### config.mk
export PLATFORM = sky130hd
export DESIGN_NAME = store_queue
export DESIGN_NICKNAME = d
export VERILOG_FILES = /design/src/design/lsq_pkg.sv /design/src/design/sq_pointers.sv /design/src/design/sq_entry_array.sv /design/src/design/sq_forward.sv /design/src/design/store_queue.sv
export VERILOG_INCLUDE_DIRS = /design/src /design/src/design
export SDC_FILE = /design/constraint.sdc
export NUM_CORES = 1
export LEC_CHECK = 0
export BUFFER_PORTS_ARGS = -buffer_cell sky130_fd_sc_hd__buf_2
export CAP_MARGIN = 30
export CORE_AREA = 2 2 336 338
export CTS_BUF_LIST = sky130_fd_sc_hd__clkbuf_2 sky130_fd_sc_hd__clkbuf_4 sky130_fd_sc_hd__clkbuf_8
export DETAILED_ROUTE_END_ITERATION = 7
export DIE_AREA = 0 0 338 340
export PLACE_DENSITY = 0.51
export SETUP_SLACK_MARGIN = 0.02
export SLEW_MARGIN = 20
export SYNTH_ARGS = -nofsm -noshare
export SYNTH_HDL_FRONTEND = slang
export SYNTH_SLANG_ARGS = --single-unit
### constraint.sdc
create_clock -name clock -period 9.7 [get_ports clock]
set_clock_uncertainty 0.05 [all_clocks]
set_input_delay 1.94 -clock clock [delete_from_list [all_inputs] [get_ports clock]]
set_output_delay 1.94 -clock clock [all_outputs]
set_load 0.01 [all_outputs]
### src/design/sq_settings.svh
`ifndef SQ_SETTINGS_SVH
`define SQ_SETTINGS_SVH

// number of store queue entries
// must be a power of two so the pointers wrap by plain addition
`define SQ_SZ 8

// bits to name one entry, log2 of SQ_SZ
`define SQ_IDX_BITS 3

// occupancy counters run from 0 up to SQ_SZ inclusive
`define SQ_CNT_BITS 4

// stores taken at dispatch and at retire per cycle
`define SQ_WIDTH_N 2

// holds a count from 0 up to SQ_WIDTH_N
`define SQ_N_BITS 2

`endif

### src/design/lsq_pkg.sv
`default_nettype none
`include "sq_settings.svh"

package lsq_pkg;

    // wrap parity on top of the index
    // same index with opposite parity means the queue is full
    typedef struct packed {
        logic                    wrap;
        logic [`SQ_IDX_BITS-1:0] idx;
    } sq_pointer;

    // byte address, or word address plus offset for the forwarding compare
    typedef union packed {
        logic [31:0] raw;
        struct packed {
            logic [29:0] word_addr;
            logic [1:0]  offset;
        } word;
    } mem_addr;

    // store data seen as one word or as four byte lanes
    typedef union packed {
        logic [31:0]     whole;
        logic [3:0][7:0] bytes;
    } data_word;

    // one bit per byte lane of a word
    typedef logic [3:0] byte_mask;

    // one bit per queue entry
    typedef logic [`SQ_SZ-1:0] sq_mask;

    // resolved store coming from the store unit
    typedef struct packed {
        logic [`SQ_IDX_BITS-1:0] idx;
        mem_addr                 addr;
        data_word                data;
        byte_mask                mask;
    } sq_entry;

endpackage

`default_nettype wire

### src/design/sq_pointers.sv
`default_nettype none
`include "sq_settings.svh"

module sq_pointers (
    input  wire logic                   clock,
    input  wire logic                   reset,
    input  wire logic [`SQ_N_BITS-1:0]  stores_dispatching,
    input  wire logic [`SQ_N_BITS-1:0]  num_store_retiring,
    input  wire logic                   store_req_accepted,
    input  wire logic                   restore_valid,
    input  wire lsq_pkg::sq_pointer     tail_restore,
    input  wire lsq_pkg::sq_mask        mask_restore,
    input  wire lsq_pkg::sq_mask        resolve_mask,
    input  wire lsq_pkg::sq_mask        dispatch_sq_mask,
    output lsq_pkg::sq_pointer          sq_tail,
    output lsq_pkg::sq_pointer          drain_head,
    output logic [`SQ_N_BITS-1:0]       sq_spots,
    output logic                        store_req_valid,
    output lsq_pkg::sq_mask             pending_mask
);

    // retire head marks the boundary between speculative and committed stores
    lsq_pkg::sq_pointer retire_head;
    lsq_pkg::sq_pointer next_tail;
    lsq_pkg::sq_pointer next_retire_head;
    lsq_pkg::sq_pointer next_drain_head;

    // occupancy counts every entry not yet accepted by the cache
    logic [`SQ_CNT_BITS-1:0] occupancy;
    logic [`SQ_CNT_BITS-1:0] next_occupancy;
    logic [`SQ_CNT_BITS-1:0] retired_cnt;
    logic [`SQ_CNT_BITS-1:0] next_retired_cnt;
    logic [`SQ_CNT_BITS-1:0] free_cnt;

    lsq_pkg::sq_mask mask_q;
    lsq_pkg::sq_mask next_mask;

    function automatic lsq_pkg::sq_pointer ptr_add(
        input lsq_pkg::sq_pointer      p,
        input logic [`SQ_N_BITS-1:0]   n
    );
        // parity flips on its own when the index wraps
        ptr_add = lsq_pkg::sq_pointer'(p + n);
    endfunction

    // entries from old up to young, a full lap counts as SQ_SZ
    function automatic logic [`SQ_CNT_BITS-1:0] ptr_dist(
        input lsq_pkg::sq_pointer young,
        input lsq_pkg::sq_pointer old
    );
        logic [`SQ_IDX_BITS-1:0] idx_diff;
        idx_diff = young.idx - old.idx;
        if (young.idx == old.idx && young.wrap != old.wrap) begin
            ptr_dist = `SQ_CNT_BITS'(`SQ_SZ);
        end else begin
            ptr_dist = `SQ_CNT_BITS'(idx_diff);
        end
    endfunction

    assign next_drain_head  = ptr_add(drain_head, `SQ_N_BITS'(store_req_accepted));
    assign next_retire_head = ptr_add(retire_head, num_store_retiring);
    assign next_tail        = restore_valid ? tail_restore : ptr_add(sq_tail, stores_dispatching);

    // registered so the cache request valid comes straight from a flop
    assign next_retired_cnt = ptr_dist(next_retire_head, next_drain_head);

    always_comb begin
        if (restore_valid) begin
            // squashed stores vanish, count what remains behind the restored tail
            next_occupancy = ptr_dist(tail_restore, next_drain_head);
        end else begin
            next_occupancy = occupancy + stores_dispatching - store_req_accepted;
        end
    end

    assign next_mask = restore_valid ? (mask_restore & ~resolve_mask) : dispatch_sq_mask;

    // stores resolving this cycle already drop out of the pending view
    assign pending_mask    = mask_q & ~resolve_mask;
    assign store_req_valid = retired_cnt != '0;

    assign free_cnt = `SQ_CNT_BITS'(`SQ_SZ) - occupancy;
    assign sq_spots = (free_cnt < `SQ_WIDTH_N) ? free_cnt[`SQ_N_BITS-1:0]
                                               : `SQ_N_BITS'(`SQ_WIDTH_N);

    always_ff @(posedge clock) begin
        if (reset) begin
            sq_tail     <= '0;
            retire_head <= '0;
            drain_head  <= '0;
            occupancy   <= '0;
            retired_cnt <= '0;
            mask_q      <= '0;
        end else begin
            sq_tail     <= next_tail;
            retire_head <= next_retire_head;
            drain_head  <= next_drain_head;
            occupancy   <= next_occupancy;
            retired_cnt <= next_retired_cnt;
            mask_q      <= next_mask;
        end
    end

endmodule

`default_nettype wire

### src/design/sq_entry_array.sv
`default_nettype none
`include "sq_settings.svh"

module sq_entry_array (
    input  wire logic                      clock,
    input  wire logic                      reset,
    input  wire lsq_pkg::sq_mask           resolve_mask,
    input  wire lsq_pkg::sq_entry          sq_packet,
    input  wire lsq_pkg::sq_pointer        drain_head,
    output lsq_pkg::sq_entry [`SQ_SZ-1:0]  entries,
    output lsq_pkg::mem_addr               store_req_addr,
    output lsq_pkg::data_word              store_req_data,
    output lsq_pkg::byte_mask              store_req_mask
);

    // entry at the drain head, the oldest store the cache has not taken
    lsq_pkg::sq_entry drain_entry;

    // a resolving store lands here at the edge
    // forwarding and the drain port see it one cycle later
    always_ff @(posedge clock) begin
        if (reset) begin
            entries <= '0;
        end else begin
            for (int i = 0; i < `SQ_SZ; i++) begin
                if (resolve_mask[i]) begin
                    entries[i] <= sq_packet;
                end
            end
        end
    end

    // only the index selects, the parity bit is for full/empty
    assign drain_entry = entries[drain_head.idx];

    // held steady while the cache stalls, since the drain head does not move
    assign store_req_addr = drain_entry.addr;
    assign store_req_data = drain_entry.data;
    assign store_req_mask = drain_entry.mask;

endmodule

`default_nettype wire

### src/design/sq_forward.sv
`default_nettype none
`include "sq_settings.svh"

module sq_forward (
    input  wire lsq_pkg::sq_entry [`SQ_SZ-1:0] entries,
    input  wire lsq_pkg::sq_pointer            drain_head,
    input  wire lsq_pkg::sq_pointer            load_tail,
    input  wire lsq_pkg::mem_addr              load_addr,
    output lsq_pkg::data_word                  forward_data,
    output lsq_pkg::byte_mask                  forward_mask
);

    localparam int NUM_LANES = $bits(lsq_pkg::byte_mask);

    // entries holding the same word as the load
    logic [`SQ_SZ-1:0] word_hit;

    // rotated positions that lie between the drain head and the load tail
    logic [`SQ_SZ-1:0] live;

    // drain head position once the queue is rotated to start at load_tail
    logic [`SQ_IDX_BITS-1:0] oldest_pos;

    logic [NUM_LANES-1:0][7:0] lane_byte;
    logic [NUM_LANES-1:0]      lane_hit;

    always_comb begin
        for (int j = 0; j < `SQ_SZ; j++) begin
            word_hit[j] = entries[j].addr.word.word_addr == load_addr.word.word_addr;
        end
    end

    assign oldest_pos = drain_head.idx - load_tail.idx;

    // window is empty when the load saw no older undrained store
    // a full queue gives oldest_pos 0 with differing parity, so all stay live
    always_comb begin
        for (int k = 0; k < `SQ_SZ; k++) begin
            live[k] = (drain_head != load_tail) && (`SQ_IDX_BITS'(k) >= oldest_pos);
        end
    end

    for (genvar i = 0; i < NUM_LANES; i++) begin : g_lane
        logic [`SQ_SZ-1:0]       byte_hit;
        logic [`SQ_SZ-1:0]       rotated;
        logic [`SQ_IDX_BITS-1:0] young_pos;
        logic [`SQ_IDX_BITS-1:0] young_idx;
        logic                    found;

        // same word and this lane written by the store
        always_comb begin
            for (int j = 0; j < `SQ_SZ; j++) begin
                byte_hit[j] = word_hit[j] && entries[j].mask[i];
            end
        end

        // position k is the entry k slots past load_tail
        // so the top position is the store right before the load
        always_comb begin
            for (int k = 0; k < `SQ_SZ; k++) begin
                rotated[k] = byte_hit[`SQ_IDX_BITS'(k) + load_tail.idx] && live[k];
            end
        end

        // highest set position wins, that is the youngest older store
        always_comb begin
            found     = 1'b0;
            young_pos = '0;
            for (int k = 0; k < `SQ_SZ; k++) begin
                if (rotated[k]) begin
                    found     = 1'b1;
                    young_pos = `SQ_IDX_BITS'(k);
                end
            end
        end

        // undo the rotation to get back the real entry index
        assign young_idx = young_pos + load_tail.idx;

        assign lane_hit[i]  = found;
        assign lane_byte[i] = found ? entries[young_idx].data.bytes[i] : 8'h00;
    end

    // lanes without a hit read zero, the load takes those bytes from the cache
    assign forward_data.bytes = lane_byte;
    assign forward_mask       = lane_hit;

endmodule

`default_nettype wire

### src/design/store_queue.sv
`default_nettype none
`include "sq_settings.svh"

module store_queue (
    input  wire logic                   clock,
    input  wire logic                   reset,

    // store unit
    input  wire lsq_pkg::sq_entry       sq_packet,
    input  wire lsq_pkg::sq_mask        resolve_mask,

    // dispatch
    input  wire logic [`SQ_N_BITS-1:0]  stores_dispatching,
    input  wire lsq_pkg::sq_mask        dispatch_sq_mask,
    output logic [`SQ_N_BITS-1:0]       sq_spots,
    output lsq_pkg::sq_pointer          sq_tail,
    output lsq_pkg::sq_mask             pending_mask,

    // load unit
    input  wire lsq_pkg::sq_pointer     load_tail,
    input  wire lsq_pkg::mem_addr       load_addr,
    output lsq_pkg::data_word           forward_data,
    output lsq_pkg::byte_mask           forward_mask,

    // branch stack
    input  wire logic                   restore_valid,
    input  wire lsq_pkg::sq_pointer     tail_restore,
    input  wire lsq_pkg::sq_mask        mask_restore,

    // data cache
    input  wire logic                   store_req_accepted,
    output logic                        store_req_valid,
    output lsq_pkg::mem_addr            store_req_addr,
    output lsq_pkg::data_word           store_req_data,
    output lsq_pkg::byte_mask           store_req_mask,

    // retire
    input  wire logic [`SQ_N_BITS-1:0]  num_store_retiring
);

    lsq_pkg::sq_pointer            drain_head;
    lsq_pkg::sq_entry [`SQ_SZ-1:0] entries;

    sq_pointers u_pointers (
        .clock              (clock),
        .reset              (reset),
        .stores_dispatching (stores_dispatching),
        .num_store_retiring (num_store_retiring),
        .store_req_accepted (store_req_accepted),
        .restore_valid      (restore_valid),
        .tail_restore       (tail_restore),
        .mask_restore       (mask_restore),
        .resolve_mask       (resolve_mask),
        .dispatch_sq_mask   (dispatch_sq_mask),
        .sq_tail            (sq_tail),
        .drain_head         (drain_head),
        .sq_spots           (sq_spots),
        .store_req_valid    (store_req_valid),
        .pending_mask       (pending_mask)
    );

    sq_entry_array u_entries (
        .clock          (clock),
        .reset          (reset),
        .resolve_mask   (resolve_mask),
        .sq_packet      (sq_packet),
        .drain_head     (drain_head),
        .entries        (entries),
        .store_req_addr (store_req_addr),
        .store_req_data (store_req_data),
        .store_req_mask (store_req_mask)
    );

    // stores stay searchable until the cache takes them
    sq_forward u_forward (
        .entries      (entries),
        .drain_head   (drain_head),
        .load_tail    (load_tail),
        .load_addr    (load_addr),
        .forward_data (forward_data),
        .forward_mask (forward_mask)
    );

endmodule

`default_nettype wire

==> results.yml <==
outcome:
  outcome: "complete, no violations"
floorplan:
  coreArea_um2: 112000
  die_x_um: 338
  start_util: 0.297
  core.rowCount: 123
  pin_count: 262
  fp.dieH_um: 340
  die_area_um2: 115000
critical_path:
  worstSetupEndpointType: "output pin"
  crit_path_max_fanout: 8
  critical_path_buf_inv_count: 3
  reg2reg_depth: 8
  slowest_delay_ns: 0.63
  crit_end: "forward_data[0]"
  r2r-end: "u_pointers.occupancy[2]"
  path_depth: 19
  worstPathArrival_ns: 7.23
  critPathKind: "in -> out"
  critPathSlowestCell: "nor4_4"
  reg2reg_from: "u_pointers.drain_head[1]"
  critical_path_required_ns: 7.71
  r2r_slack_ns: 6.98
  cp-startpoint: "load_addr[29]"
  crit_family: "simple AND/OR/NAND/NOR gates"
  crit_chain: "buf_2, xnor2_1, nand4_1, nor4_4, nand3_1, mux4_2, nor2_1, a21oi_1, a31o_1, a221oi_1, o21ai_1, ha_1, fa_1, xnor2_1, nor3_1, buf_12, o21ai_0, a21oi_1, buf_2"
  startpoint_type: "input port"
synthesis:
  ys_warn_count: 0
  synth_seq_cells: 572
  avgSynthCellArea_um2: 10.1
  synth_area_um2: 33200
  synth_cell_types: 80
  synth_edf_count: 0
  synthArstFlopShare: 0
  ys_seq_area_frac: 0.345
  ys_dominant_reg_cell: "dfxtp_1"
  syn_nets: 3449
  syn_inst: 3272
timing:
  holdWs_ns: 0.440
  final.period_utilization: 0.950
  rsz0062_at_grt: "no"
  maxSlewHeadroom: 0.336
  finalWorstPathRequiredPeriod_ns: 9.22
  drv_slew: 0
  tns_ns: 0
  finalSetupViolCount: 0
  fmax_ghz: 0.109
  tightest_slew_ns: 0.997
  hold_viol_final: 0
detailed_routing:
  drt-initial-drc-count: 2224
  vias: 26217
  totalWireLength_um: 121000
  vias_per_cell: 5.26
  drc: 0
  wl_per_cell_um: 24.3
  dr.pass1.iters: 6
  ant_nets: 0
clock_network:
  htree_levels: 3
  insertion_delay_ns: 0.77
  cts_made_buffers: 106
  post-cts-setup-buffers: 0
  post_cts_resized: 0
  cts_root_buf: "clkbuf_8"
  postCtsHoldBufs: 0
  cts_tree: "yes"
  clock_sinks: 572
  clkTransAtPathRegs_ns: 0.05
  cts_buffer_depth: 3
power:
  p_leak_nw: 15.5
  irDropWorstVdd_v: 0.0000906
  power_density_nw_per_um2: 182
finish:
  fill_cells: 11325
  layout_commonest_cell: "nor2_1"
  stdcell_count: 4988
  final_cell_mix: "nor2_1 (630), dfxtp_1 (569), mux2i_1 (563)"
  nets: 3575
  area_delta_synth_final_pct: 14.9
  drive_gt1_frac: 0.249
global_route:
  grt_pass1_wl_um: 177000
  gr-usage-all-layers: 0.207
  antenna_found_initial: 35
  grt_max_degree: 183
  grt_pass1_vias: 25561
  grt_overflow: 0
placement:
  numPlacedInstances: 4789
  routabilityCongestion: 0.940
  dp_hpwl_um: 81500
  io_buffers: 256
worst_hold_path:
  hp-class: "reg -> reg"
job:
  cap_violations: 0
-- report_power, final --
group	switching (mW)	total, mW	internal, mW	leakage, nW
logic	0.968	1.72	0.748	9.57
registers	0.132	2.63	2.50	4.73
clock network	1.10	2.61	1.50	1.24
total	2.20	6.95	4.75	15.5
-- cell usage after synthesis (12+ instances only) --
master    number  area [µm²]
mux4_2       209        4710
o211ai_1      18         135
buf_2         14        70.1
inv_1         29         109
o21ai_1       14        70.1
a22oi_1       12        90.1
o21ai_0       38         190
dfxtp_1      572       11500
buf_1         59         221
nand3_1       79         395
nand4_1      107         669
mux2_2        74         833
nor2b_1       15        93.8
buf_6         21         236
ha_1          24         300
nor2_1       630        2360
nor4_1        12        75.1
nand2b_1      12        75.1
nor3_1        12        60.1
xnor2_2       14         228
a31oi_1       13        81.3
nand2_1       41         154
buf_4         15         113
xnor2_1      234        2050
clkbuf_1     217         815
xor2_1        22         193
a21oi_1       43         215
mux2i_1      563        5640
-- cell type report --
cell class              instances  area (µm²)  share of cell area
inverters                      33         124             0.00325
clock buffers                 165        2050              0.0537
repair buffers                344        2100              0.0552
well taps                    1500        1880              0.0493
flip-flops and latches        572       11500               0.301
multi-input cells            2341       20200               0.529
clock inverters                20         300             0.00788
diodes                         13        32.5            0.000854
-- through the flow --
stage / instance area (µm²) / utilization / total power, mW / worst slack [ns]
floorplan: 33200 / - / 3.82 / 0.567
global placement: 35700 / 0.320 / 4.39 / 0.541
detailed placement: 35700 / 0.320 / 4.40 / 0.511
CTS: 38000 / 0.341 / 7.05 / 0.491
global route: 38100 / 0.341 / 7.28 / 0.233
finish: 38100 / 0.341 / 6.95 / 0.484
-- flip-flops by register name, indices dropped and copies added (netlist names) --
register,count
u_pointers.drain_head,4
u_entries.entries,544
u_pointers.retire_head,4
u_pointers.retired_cnt,4
u_pointers.sq_tail,4
u_pointers.occupancy,4
u_pointers.mask_q,8
-- metal layers --
metal | vias up | part of all wire | GRT usage
met5 | - | 0.0015 | 0
met4 | 30 | 0.033 | 0.0699
met3 | 247 | 0.072 | 0.0461
met2 | 925 | 0.45 | 0.323
met1 | 13026 | 0.44 | 0.281
li1 | 11989 | - | -
-- worst min-delay path by stage --
stage	start	endpoint	cells past startpoint
4_1_cts	u_entries.entries[250]	u_entries.entries[250]	2
3_3_place_gp	u_entries.entries[391]	u_entries.entries[391]	2
6_report	u_entries.entries[462]	u_entries.entries[462]	2
2_1_floorplan	u_entries.entries[178]	u_entries.entries[178]	2
3_5_place_dp	u_entries.entries[250]	u_entries.entries[250]	2
5_1_grt	u_entries.entries[462]	u_entries.entries[462]	2
-- kinds of logic (layout without fill, tap and decap cells) --
group,after synthesis,after routing,synth area share
other,0,13,0
AOI/OAI and AO/OA,231,231,0.0473
xor gates and xnor gates,270,270,0.0745
adders and majority gates,34,34,0.0151
muxes,846,846,0.337
DFF,572,572,0.345
buffers and inverters,359,562,0.0476
and+or+nand+nor,960,960,0.133
-- worst reg2reg max path: cells and delay by family (launching register included) --
| kind | cells | cell delay, ns |
|---|---|---|
| flops | 1 | 0.54 |
| fa+ha+maj | 2 | 0.63 |
| compound gates | 2 | 0.58 |
| buf+inv | 2 | 0.70 |
| simple gates | 2 | 0.09 |
No activity file was read; power rests on OpenSTA's default activity.
